[config.mk]
export PLATFORM = sky130hd
export DESIGN_NAME = soc_bus_top
export DESIGN_NICKNAME = d
export VERILOG_FILES = /design/src/soc_bus_pkg.sv /design/src/bus_arbiter.sv /design/src/bus_decoder.sv /design/src/sram_ctrl.sv /design/src/uart_tx.sv /design/src/seg_display.sv /design/src/soc_bus_top.sv
export SDC_FILE = /design/constraint.sdc
export NUM_CORES = 1
export LEC_CHECK = 0
export BUFFER_PORTS_ARGS = -buffer_cell sky130_fd_sc_hd__buf_2
export CORE_MARGIN = 1
export CORE_UTILIZATION = 30
export CTS_CLUSTER_SIZE = 8
export DETAILED_ROUTE_END_ITERATION = 12
export PLACE_DENSITY = 0.57
export SLEW_MARGIN = 15
export SYNTH_ARGS = -nofsm -noshare
export SYNTH_HDL_FRONTEND = slang
export SYNTH_SLANG_ARGS = --single-unit
[constraint.sdc]
create_clock -name clk -period 11.3 [get_ports clk]
set_clock_uncertainty 0.15 [all_clocks]
set_input_delay 1.13 -clock clk [delete_from_list [all_inputs] [get_ports clk]]
set_output_delay 1.13 -clock clk [all_outputs]
set_load 0.03 [all_outputs]
[src/soc_bus_pkg.sv]
package soc_bus_pkg;

	// Address regions, bits 31:28
	localparam logic [3:0] REGION_RAM  = 4'h0;
	localparam logic [3:0] REGION_UART = 4'h4;
	localparam logic [3:0] REGION_SEG  = 4'h5;

	// External SRAM
	localparam int unsigned SRAM_ADDR_W = 20;
	localparam int unsigned SRAM_WAIT   = 2;   // Strobe cycles per access
	localparam int unsigned SRAM_CNT_W  = $clog2(SRAM_WAIT + 1);
	localparam logic [SRAM_CNT_W-1:0] SRAM_WAIT_LAST = SRAM_CNT_W'(SRAM_WAIT - 1);

	// Serial transmitter
	localparam int unsigned UART_CLKS_PER_BIT = 4;
	localparam int unsigned UART_CNT_W        = $clog2(UART_CLKS_PER_BIT);
	localparam logic [UART_CNT_W-1:0] UART_BAUD_LAST = UART_CNT_W'(UART_CLKS_PER_BIT - 1);

	// Bus address word, seen as memory or as io register space
	typedef union packed {
		struct packed {
			logic [3:0]             region;
			logic [5:0]             rsvd;
			logic [SRAM_ADDR_W-1:0] word;    // SRAM word index
			logic [1:0]             byte_off;
		} mem;
		struct packed {
			logic [3:0]  region;
			logic [19:0] rsvd;
			logic [5:0]  reg_idx;            // Peripheral register
			logic [1:0]  byte_off;
		} io;
	} bus_addr_u;

endpackage

[src/bus_arbiter.sv]
module bus_arbiter (
	input  logic        clk,
	input  logic        rst_i,

	input  logic        m0_stb_i,
	input  logic        m0_we_i,
	input  logic [31:0] m0_addr_i,
	input  logic [31:0] m0_wdata_i,
	output logic [31:0] m0_rdata_o,
	output logic        m0_ack_o,

	input  logic        m1_stb_i,
	input  logic        m1_we_i,
	input  logic [31:0] m1_addr_i,
	input  logic [31:0] m1_wdata_i,
	output logic [31:0] m1_rdata_o,
	output logic        m1_ack_o,

	output logic        bus_stb_o,
	output logic        bus_we_o,
	output logic [31:0] bus_addr_o,
	output logic [31:0] bus_wdata_o,
	input  logic [31:0] bus_rdata_i,
	input  logic        bus_ack_i
);

	logic busy;    // Transfer in flight
	logic owner;   // Master holding the bus
	logic last;    // Master served last
	logic pick;
	logic sel;

	// Tie goes to whoever waited
	always_comb begin
		if (m0_stb_i && m1_stb_i)
			pick = ~last;
		else
			pick = m1_stb_i;
	end

	assign sel = busy ? owner : pick;

	assign bus_stb_o   = sel ? m1_stb_i   : m0_stb_i;
	assign bus_we_o    = sel ? m1_we_i    : m0_we_i;
	assign bus_addr_o  = sel ? m1_addr_i  : m0_addr_i;
	assign bus_wdata_o = sel ? m1_wdata_i : m0_wdata_i;

	assign m0_ack_o   = bus_ack_i & ~sel;
	assign m1_ack_o   = bus_ack_i & sel;
	assign m0_rdata_o = sel ? '0 : bus_rdata_i;
	assign m1_rdata_o = sel ? bus_rdata_i : '0;

	always_ff @(posedge clk) begin
		if (rst_i) begin
			busy  <= 1'b0;
			owner <= 1'b0;
			last  <= 1'b1;   // m0 first after reset
		end else if (bus_ack_i) begin
			busy <= 1'b0;
			last <= sel;
		end else if (!busy && bus_stb_o) begin
			busy  <= 1'b1;
			owner <= sel;
		end
	end

endmodule

[src/bus_decoder.sv]
module bus_decoder (
	input  logic        clk,
	input  logic        rst_i,

	input  logic        bus_stb_i,
	input  logic [31:0] bus_addr_i,
	output logic [31:0] bus_rdata_o,
	output logic        bus_ack_o,

	output logic        ram_stb_o,
	input  logic [31:0] ram_rdata_i,
	input  logic        ram_ack_i,

	output logic        uart_stb_o,
	input  logic [31:0] uart_rdata_i,
	input  logic        uart_ack_i,

	output logic        seg_stb_o,
	input  logic [31:0] seg_rdata_i,
	input  logic        seg_ack_i
);

	soc_bus_pkg::bus_addr_u addr_u;

	logic sel_ram;
	logic sel_uart;
	logic sel_seg;
	logic sel_none;
	logic none_ack;

	assign addr_u = bus_addr_i;

	always_comb begin
		sel_ram  = 1'b0;
		sel_uart = 1'b0;
		sel_seg  = 1'b0;
		case (addr_u.io.region)
			soc_bus_pkg::REGION_RAM:  sel_ram  = 1'b1;
			// Only register 0 exists in each io region
			soc_bus_pkg::REGION_UART: sel_uart = (addr_u.io.reg_idx == '0);
			soc_bus_pkg::REGION_SEG:  sel_seg  = (addr_u.io.reg_idx == '0);
			default: ;
		endcase
		sel_none = ~(sel_ram | sel_uart | sel_seg);
	end

	assign ram_stb_o  = bus_stb_i & sel_ram;
	assign uart_stb_o = bus_stb_i & sel_uart;
	assign seg_stb_o  = bus_stb_i & sel_seg;

	// Unmapped access acks once and returns zero
	always_ff @(posedge clk) begin
		if (rst_i)
			none_ack <= 1'b0;
		else
			none_ack <= bus_stb_i & sel_none & ~none_ack;
	end

	always_comb begin
		bus_ack_o   = none_ack;
		bus_rdata_o = '0;
		if (sel_ram) begin
			bus_ack_o   = ram_ack_i;
			bus_rdata_o = ram_rdata_i;
		end else if (sel_uart) begin
			bus_ack_o   = uart_ack_i;
			bus_rdata_o = uart_rdata_i;
		end else if (sel_seg) begin
			bus_ack_o   = seg_ack_i;
			bus_rdata_o = seg_rdata_i;
		end
	end

endmodule

[src/sram_ctrl.sv]
module sram_ctrl (
	input  logic        clk,
	input  logic        rst_i,

	input  logic        stb_i,
	input  logic        we_i,
	input  logic [31:0] addr_i,
	input  logic [31:0] wdata_i,
	output logic [31:0] rdata_o,
	output logic        ack_o,

	output logic [soc_bus_pkg::SRAM_ADDR_W-1:0] sram_addr_o,
	input  logic [31:0] sram_data_i,
	output logic [31:0] sram_data_o,
	output logic        sram_data_oe_o,
	output logic        sram_ce_n_o,
	output logic        sram_oe_n_o,
	output logic        sram_we_n_o
);

	soc_bus_pkg::bus_addr_u addr_u;

	logic                              active;   // Strobes on the pins
	logic [soc_bus_pkg::SRAM_CNT_W-1:0] wait_cnt;
	logic                              start;
	logic                              done;

	assign addr_u = addr_i;
	assign start  = stb_i & ~active & ~ack_o;   // Idle only
	assign done   = active & (wait_cnt == soc_bus_pkg::SRAM_WAIT_LAST);

	always_ff @(posedge clk) begin
		if (rst_i) begin
			active         <= 1'b0;
			ack_o          <= 1'b0;
			wait_cnt       <= '0;
			sram_ce_n_o    <= 1'b1;
			sram_oe_n_o    <= 1'b1;
			sram_we_n_o    <= 1'b1;
			sram_data_oe_o <= 1'b0;
		end else begin
			ack_o <= done;
			if (start) begin
				active         <= 1'b1;
				wait_cnt       <= '0;
				sram_ce_n_o    <= 1'b0;
				sram_oe_n_o    <= we_i;
				sram_we_n_o    <= ~we_i;
				sram_data_oe_o <= we_i;
			end else if (done) begin
				active      <= 1'b0;
				sram_ce_n_o <= 1'b1;
				sram_oe_n_o <= 1'b1;
				sram_we_n_o <= 1'b1;
			end else if (active) begin
				wait_cnt <= wait_cnt + 1'b1;
			end else begin
				sram_data_oe_o <= 1'b0;   // Write data held through ack
			end
		end
	end

	always_ff @(posedge clk) begin
		if (start) begin
			sram_addr_o <= addr_u.mem.word;
			sram_data_o <= wdata_i;
		end
		if (done && !sram_oe_n_o)
			rdata_o <= sram_data_i;   // Sample on last wait cycle
	end

endmodule

[src/uart_tx.sv]
module uart_tx (
	input  logic        clk,
	input  logic        rst_i,

	input  logic        stb_i,
	input  logic        we_i,
	input  logic [31:0] wdata_i,
	output logic [31:0] rdata_o,
	output logic        ack_o,

	output logic        txd_o
);

	logic                               busy;
	logic [9:0]                         frame;     // Stop, data, start
	logic [soc_bus_pkg::UART_CNT_W-1:0] baud_cnt;
	logic [3:0]                         bit_cnt;
	logic                               accept;

	// Writes wait for the line to go idle
	assign accept = stb_i & ~ack_o & (~we_i | ~busy);
	assign txd_o  = frame[0];

	always_ff @(posedge clk) begin
		if (rst_i) begin
			busy     <= 1'b0;
			ack_o    <= 1'b0;
			frame    <= '1;   // Line idles high
			baud_cnt <= '0;
			bit_cnt  <= '0;
		end else begin
			ack_o <= accept;
			if (accept && we_i) begin
				busy     <= 1'b1;
				frame    <= {1'b1, wdata_i[7:0], 1'b0};
				baud_cnt <= '0;
				bit_cnt  <= '0;
			end else if (busy) begin
				if (baud_cnt == soc_bus_pkg::UART_BAUD_LAST) begin
					baud_cnt <= '0;
					frame    <= {1'b1, frame[9:1]};
					bit_cnt  <= bit_cnt + 1'b1;
					if (bit_cnt == 4'd9)
						busy <= 1'b0;   // Stop bit done
				end else begin
					baud_cnt <= baud_cnt + 1'b1;
				end
			end
		end
	end

	// Status read
	always_ff @(posedge clk) begin
		if (accept)
			rdata_o <= {31'b0, busy};
	end

endmodule

[src/seg_display.sv]
module seg_display (
	input  logic        clk,
	input  logic        rst_i,

	input  logic        stb_i,
	input  logic        we_i,
	input  logic [31:0] wdata_i,
	output logic [31:0] rdata_o,
	output logic        ack_o,

	output logic [6:0]  seg_o   // a..g
);

	logic [3:0] digit;

	assign rdata_o = {28'b0, digit};

	always_ff @(posedge clk) begin
		if (rst_i) begin
			ack_o <= 1'b0;
			digit <= 4'h0;
		end else begin
			ack_o <= stb_i & ~ack_o;
			if (stb_i && !ack_o && we_i)
				digit <= wdata_i[3:0];
		end
	end

	always_ff @(posedge clk) begin
		if (rst_i) begin
			seg_o <= 7'b1111110;
		end else begin
			case (digit)
				4'h0: seg_o <= 7'b1111110;
				4'h1: seg_o <= 7'b0110000;
				4'h2: seg_o <= 7'b1101101;
				4'h3: seg_o <= 7'b1111001;
				4'h4: seg_o <= 7'b0110011;
				4'h5: seg_o <= 7'b1011011;
				4'h6: seg_o <= 7'b1011111;
				4'h7: seg_o <= 7'b1110000;
				4'h8: seg_o <= 7'b1111111;
				4'h9: seg_o <= 7'b1111011;
				4'hA: seg_o <= 7'b1110111;
				4'hB: seg_o <= 7'b0011111;   // Lower case b
				4'hC: seg_o <= 7'b1001110;
				4'hD: seg_o <= 7'b0111101;   // Lower case d
				4'hE: seg_o <= 7'b1001111;
				default: seg_o <= 7'b1000111;
			endcase
		end
	end

endmodule

[src/soc_bus_top.sv]
module soc_bus_top (
	input  logic        clk,
	input  logic        rst_i,

	input  logic        m0_stb_i,
	input  logic        m0_we_i,
	input  logic [31:0] m0_addr_i,
	input  logic [31:0] m0_wdata_i,
	output logic [31:0] m0_rdata_o,
	output logic        m0_ack_o,

	input  logic        m1_stb_i,
	input  logic        m1_we_i,
	input  logic [31:0] m1_addr_i,
	input  logic [31:0] m1_wdata_i,
	output logic [31:0] m1_rdata_o,
	output logic        m1_ack_o,

	output logic [soc_bus_pkg::SRAM_ADDR_W-1:0] sram_addr_o,
	input  logic [31:0] sram_data_i,
	output logic [31:0] sram_data_o,
	output logic        sram_data_oe_o,
	output logic        sram_ce_n_o,
	output logic        sram_oe_n_o,
	output logic        sram_we_n_o,

	output logic        uart_txd_o,
	output logic [6:0]  seg_o
);

	// Shared bus
	logic        bus_stb;
	logic        bus_we;
	logic [31:0] bus_addr;
	logic [31:0] bus_wdata;
	logic [31:0] bus_rdata;
	logic        bus_ack;

	logic        ram_stb;
	logic [31:0] ram_rdata;
	logic        ram_ack;
	logic        uart_stb;
	logic [31:0] uart_rdata;
	logic        uart_ack;
	logic        seg_stb;
	logic [31:0] seg_rdata;
	logic        seg_ack;

	bus_arbiter u_arbiter (
		.clk(clk), .rst_i(rst_i),
		.m0_stb_i(m0_stb_i), .m0_we_i(m0_we_i), .m0_addr_i(m0_addr_i),
		.m0_wdata_i(m0_wdata_i), .m0_rdata_o(m0_rdata_o), .m0_ack_o(m0_ack_o),
		.m1_stb_i(m1_stb_i), .m1_we_i(m1_we_i), .m1_addr_i(m1_addr_i),
		.m1_wdata_i(m1_wdata_i), .m1_rdata_o(m1_rdata_o), .m1_ack_o(m1_ack_o),
		.bus_stb_o(bus_stb), .bus_we_o(bus_we), .bus_addr_o(bus_addr),
		.bus_wdata_o(bus_wdata), .bus_rdata_i(bus_rdata), .bus_ack_i(bus_ack)
	);

	bus_decoder u_decoder (
		.clk(clk), .rst_i(rst_i),
		.bus_stb_i(bus_stb), .bus_addr_i(bus_addr),
		.bus_rdata_o(bus_rdata), .bus_ack_o(bus_ack),
		.ram_stb_o(ram_stb), .ram_rdata_i(ram_rdata), .ram_ack_i(ram_ack),
		.uart_stb_o(uart_stb), .uart_rdata_i(uart_rdata), .uart_ack_i(uart_ack),
		.seg_stb_o(seg_stb), .seg_rdata_i(seg_rdata), .seg_ack_i(seg_ack)
	);

	sram_ctrl u_sram (
		.clk(clk), .rst_i(rst_i),
		.stb_i(ram_stb), .we_i(bus_we), .addr_i(bus_addr), .wdata_i(bus_wdata),
		.rdata_o(ram_rdata), .ack_o(ram_ack),
		.sram_addr_o(sram_addr_o), .sram_data_i(sram_data_i),
		.sram_data_o(sram_data_o), .sram_data_oe_o(sram_data_oe_o),
		.sram_ce_n_o(sram_ce_n_o), .sram_oe_n_o(sram_oe_n_o), .sram_we_n_o(sram_we_n_o)
	);

	uart_tx u_uart (
		.clk(clk), .rst_i(rst_i),
		.stb_i(uart_stb), .we_i(bus_we), .wdata_i(bus_wdata),
		.rdata_o(uart_rdata), .ack_o(uart_ack), .txd_o(uart_txd_o)
	);

	seg_display u_seg (
		.clk(clk), .rst_i(rst_i),
		.stb_i(seg_stb), .we_i(bus_we), .wdata_i(bus_wdata),
		.rdata_o(seg_rdata), .ack_o(seg_ack), .seg_o(seg_o)
	);

endmodule

After elaboration in Yosys (flattened, before gate mapping)
Memories as Yosys holds them, arrays and structs flattened. A register that Yosys moved wholly into a read port is not among the register bits. Index checks and enable logic that the tools add are counted.

Memories kept: 1. Logic and storage cells: 117. Bits in registers: 119. Bits in read-only memories: 112.

Mux-type cells: 34. Reductions and logical operators: 22. Equality and inequality tests: 7. Bitwise logic cells: 28. Add/subtract/negate cells: 3.

Memory list: (name not given) (depth 16, width 7, rd ports 1, clocked after memory_dff 1, write ports 0, RTL line seg_display.sv:33) `case (digit)`.

Operator list (number): 32-bit 2-to-1 mux (6); 9-bit 2-to-1 mux (3); 1-bit 2-to-1 mux (23); 1-bit bitwise AND (13); 1-bit inverter (12); 2-bit AND reduction (5); 4-bit by 3-bit equality test with 1-bit output, second input constant (2); 1-bit logical AND (6); 6-bit logical NOT (1); 2-bit nonzero test (3); 2-bit OR reduction (3); 2-bit by 1-bit adder with 2-bit output, second input constant (2); 4-bit by 1-bit adder with 4-bit output, second input constant (1); 4-bit equality test, second input constant (1); 4-bit logical NOT (1); 4-bit 2-to-1 mux (1); 1-bit logical NOT (3); 1-bit OR (3); 2-bit by 1-bit equality test with 1-bit output, second input constant (1); 2-bit equality test, second input constant (1); 2-bit 2-to-1 mux (1); 2-bit by 1-bit != test with 1-bit output, second input constant (1); 2-bit != test, second input constant (1).

Depth between registers and ports, before layout
Depth after elaboration: 12. Depth in mapped cells: 8.

Cells and area by module
Synthesis repeated with hierarchy kept, for this count alone.

Cell total of the unflattened synthesis: 603. Area, all modules: 6976.7 sq um.

By module, submodules not included: sram_ctrl (area an instance 2831.5 sq um, cells each 115, sequential area each 2682.6 sq um, times used 1); bus_arbiter (area an instance 1437.6 sq um, cells each 162, sequential area each 60.1 sq um, times used 1); uart_tx (area an instance 1062.3 sq um, cells each 114, sequential area each 370.4 sq um, times used 1); bus_decoder (area an instance 830.8 sq um, cells each 124, sequential area each 20.0 sq um, times used 1); seg_display (area an instance 814.5 sq um, cells each 88, sequential area each 240.2 sq um, times used 1).

Worst setup path before layout
OpenSTA, ideal clock, no wires.

Kind: input-to-reg. Start point: input port m1_addr_i[28]. End point: register u_sram.sram_we_n_o. Required time: 11.035 ns. Setup time: 0.115 ns. Path buffers: 0. Cell stages on the path: 5. Arrival: 4.206 ns. Slack: 6.829 ns. Cell sequence: nor4_1 -> a21o_2 -> nor4b_4 -> nand2_1 -> a21o_1.

Longest elaborated chain between the ends: 7. Elaborated cells on any way between the ends: 8.

RTL lines: start, declared (RTL line soc_bus_top.sv:14) `input logic [31:0] m1_addr_i,`; 32-bit 2-to-1 mux * (RTL line bus_arbiter.sv:45) `assign bus_addr_o = sel ? m1_addr_i : m0_addr_i;`; 4-bit logical NOT * (RTL line bus_decoder.sv:37) `case (addr_u.io.region)`; 1-bit 2-to-1 mux * (RTL line bus_decoder.sv:37); 1-bit bitwise AND * (RTL line bus_decoder.sv:47) `assign ram_stb_o = bus_stb_i & sel_ram;`; 1-bit bitwise AND * (2 in a row) (RTL line sram_ctrl.sv:29) `assign start = stb_i & ~active & ~ack_o;`; via u_sram.start (RTL line sram_ctrl.sv:25) `logic start;`; 1-bit 2-to-1 mux or 2-bit nonzero test (tied branches); end signal, assigned (RTL line sram_ctrl.sv:48) `sram_we_n_o <= ~we_i;`; end, declared (RTL line sram_ctrl.sv:18) `output logic sram_we_n_o`.

The timed path passes the listed nets; every way through them passes the cells marked *. A chain may end at the register's enable or synchronous reset.

Worst setup path after layout
Start point: input port m0_addr_i[28]. End point: output port m0_ack_o.

Longest elaborated chain between the ends: 7. Elaborated cells on any way between the ends: 11.

RTL lines: start, declared (RTL line soc_bus_top.sv:7) `input logic [31:0] m0_addr_i,`; 32-bit 2-to-1 mux * (RTL line bus_arbiter.sv:45); 4-bit by 3-bit equality test with 1-bit output (RTL line bus_decoder.sv:37); 1-bit 2-to-1 mux (RTL line bus_decoder.sv:37); 1-bit 2-to-1 mux (RTL line bus_decoder.sv:68) `end else if (sel_seg) begin`; 1-bit 2-to-1 mux (RTL line bus_decoder.sv:65) `end else if (sel_uart) begin`; 1-bit 2-to-1 mux * (RTL line bus_decoder.sv:62) `if (sel_ram) begin`; 1-bit bitwise AND * (RTL line bus_arbiter.sv:48) `assign m0_ack_o = bus_ack_i & ~sel;`; end, declared (RTL line soc_bus_top.sv:10) `output logic m0_ack_o,`.

Mark *: on every way between the ends. The rest lies on a longest branch, timed or not.

==> run metrics <==
status finished, final reports clean; Slew @ Worst Pin 0.9353 ns; Total Nets Final 1,020; Overflow after GRT 0; max-cap viol count 0; top cell type's share of synthesized area 43.65%; combinational family with the most area after synthesis simple AND/OR/NAND/NOR gates; initial antenna violation count 4; Max Slew Vio Count 0; pwr dens 141.7 mW/mm2; CTS Buffer Depth 2; post-cts sizing count 0; worst vdd ir 0.1019 mV; Hold Path Class register to register; Critical Path End Type primary output; largest net degree at the start of global routing 87; io pins 296; Fmax 201.6 MHz; Mapped Area 0.005848 mm2; synth unique cells 63; PnR Total Power 1.141 mW; crit-path max cell delay 0.74 ns; adder-cell area share of the yosys netlist 2.353%; syn_area_per_cell 10.21 um2; post-DR wirelength/cell 15.12 um; drt first pass iters 4; clk_lat worst skew 0.41 ns; Synth Area in XOR/XNOR 0.5991%; Post-CTS Setup Repair Bufs 0; via/cell ratio 4.509; top_reg_cell synth edfxtp_1; worst reg-to-reg path cell count 7; mux cell area share after synthesis 2.396%; Crit path depth 8; Compound-Gate Fraction of Synth Area 8.964%; input/output buffers 279; Core ar. 0.01889 mm2; Final Hold Fails 0; Final setup viols 0; first-pass GRT wire length 25.42 mm; drc violations 0; Hold Startpoint u_sram.sram_data_oe_o$_SDFFE_PP0P_; Clock transition at path regs 0.06 ns; share of layout cells above drive strength 1 39.37%; WL final 16.89 mm; die area 0.02006 mm2; slowest cell on the critical path o211a_1; hold path endpoint u_sram.sram_data_oe_o$_SDFFE_PP0P_; GP Congestion 0.7831; critical-path cell list buf_2 > nor4_2 > o211a_1 > a21o_2 > a21oi_1 > a221oi_2 > nor2_1 > buf_2; Total GRT Usage 16.81%; pre-CTS setup slack 6.066 ns; WP buf/inv 2; number of global-route vias before repair 4,733; Initial Utilization 30.95%; r2r startpoint u_arbiter.busy$_SDFFE_PP0P_; hold buffers post-CTS 0; Tmin final 4.960 ns; Post-synth EDFFs 85; Hold Path Cell Cnt 2; CTS tree yes; Seq/Total Area, Yosys 57.68%; Post-Syn Instances 573; post-DP HPWL 12.17 mm; R2R Setup Slk 8.08 ns; vias 5,036; CTS sink cnt 126; setup TNS 0 ns; CP most frequent cell buf_2; FF+latch count, synth 126; reg-to-reg critical path endpoint u_sram.sram_we_n_o$_SDFFE_PP1P_; drt initial violations 163; WP data required 10.02 ns; post-synth top area cell edfxtp_1; RSZ-0062 raised after global routing no; Setup crit start kind primary input; Leak 3.790 nW; critical-path maximum fanout 29; final worst path period share 43.89%; H-Tree Depth 4; Die Ht 141.6 um; ys async rst share 0%; crit path DAT 3.68 ns; Crit path max-delay family compound AO/OA/AOI/OAI gates; worst setup margin 6.340 ns; Inserted Clock Buffers 17; WS Path Type primary input to primary output; Root Driver clkbuf_16; DRT antenna net count 0; Post-Synth Simple-Gate Area 25.22%; area added between synthesis and finish 37.68%; row cnt 50; warnings from Yosys 0; Worst slew margin 37.50%; post-synth net total 750; Die X 141.6 um; top cells by area in the synthesized netlist edfxtp_1 (44%), dfxtp_1 (14%), nand2_1 (12%); Final Util 42.62%
==> power breakdown <==
part | internal, mW | switching [mW]
Clock | 0.302 | 0.213
Combinational | 0.0450 | 0.0737
Sequential | 0.503 | 0.00395
==> flip-flops by register name, summed over array words and instances, names as in the netlist, 2 cells and up <==
| name | flops |
|---|---|
| u_sram.rdata_o | 32 |
| u_uart.baud_cnt | 2 |
| u_uart.frame | 9 |
| u_seg.digit | 4 |
| u_sram.sram_addr_o | 20 |
| u_seg.seg_o | 7 |
| u_uart.bit_cnt | 4 |
| u_sram.sram_data_o | 32 |
| u_sram.wait_cnt | 2 |
==> worst max-delay path by stage <==
stage                   from                              end  slack (ns)
6_report       m0_addr_i[28]                         m0_ack_o        6.34
5_1_grt        m0_addr_i[28]                         m0_ack_o        6.05
4_1_cts        m0_addr_i[28]                         m0_ack_o        6.17
3_5_place_dp   m0_addr_i[28]  u_sram.sram_we_n_o$_SDFFE_PP1P_        6.07
3_3_place_gp   m0_addr_i[28]  u_sram.sram_we_n_o$_SDFFE_PP1P_        6.10
2_1_floorplan  m1_addr_i[28]  u_sram.sram_we_n_o$_SDFFE_PP1P_        6.83
==> worst register-to-register path: cells and delay by family, from the launching register on <==
family	cells	cell delay, ns
buffers and inverters	1	0.56
and+or+nand+nor	3	0.86
DFF	1	0.42
AOI/OAI and AO/OA	3	1.13
==> cell type report <==
type / count / area [um2]
Inverter: 8 / 30.03
Multi-Input combinational cell: 406 / 2333
Sequential cell: 126 / 3373
Tap cell: 260 / 325.3
Antenna cell: 1 / 2.502
Clock buffer: 18 / 429.2
Timing Repair Buffer: 284 / 1438
Clock inverter: 14 / 120.1
Fill cell: 1888 / 10840
==> metrics by stage <==
step | hold slack (ns) | instance area, um2 | instances
detailed placement | 0.2985 | 7488 | 1083
finish | 0.3046 | 8051 | 1117
global placement | 0.2996 | 7488 | 1083
global route | 0.3261 | 8051 | 1117
CTS | 0.3074 | 8038 | 1115
floorplan | 0.2564 | 5848 | 573
==> routing by layer <==
layer	wire length, um	vias to the layer above	global-route usage, %	part of all wire (%)
li1	-	2522	-	-
met1	7244	2295	19.88	43
met2	7864	191	27.69	47
met3	1419	22	6.176	8.4
met4	316	6	6.565	1.9
met5	47	-	0	0.28
==> kinds of logic after synthesis <==
group,after synthesis
fa+ha+maj,11
mux,13
simple gates,314
buf+inv,41
xor+xnor,4
flops,126
compound gates,64
==> Yosys cell counts (all sizes together) (7+ instances only) <==
cell,count
dfxtp,41
a21oi,16
clkbuf,25
a21o,10
nor3,12
edfxtp,85
and2,32
a221o,7
buf,8
nand2,181
mux2i,8
nand2b,10
inv,8
ha,11
and3,29
nor2,26
==> placed cells by master (no fill, tap or decap), types with 3 or more instances in the layout <==
| master | n |
|---|---|
| a211oi_1 | 4 |
| a21o_1 | 8 |
| a21oi_1 | 15 |
| a221o_1 | 7 |
| and2_1 | 31 |
| and3_1 | 29 |
| buf_2 | 279 |
| buf_4 | 4 |
| clkbuf_16 | 17 |
| clkinv_2 | 3 |
| clkinv_4 | 4 |
| dfxtp_1 | 41 |
| edfxtp_1 | 85 |
| ha_1 | 11 |
| inv_1 | 8 |
| mux2_2 | 3 |
| mux2i_1 | 8 |
| nand2_1 | 181 |
| nand2b_1 | 10 |
| nor2_1 | 25 |
| nor2b_1 | 4 |
| nor3_1 | 12 |
| nor4_1 | 4 |
| o21ai_0 | 3 |
| or2_2 | 3 |
Note: power is estimated with default switching activity, not from simulation.
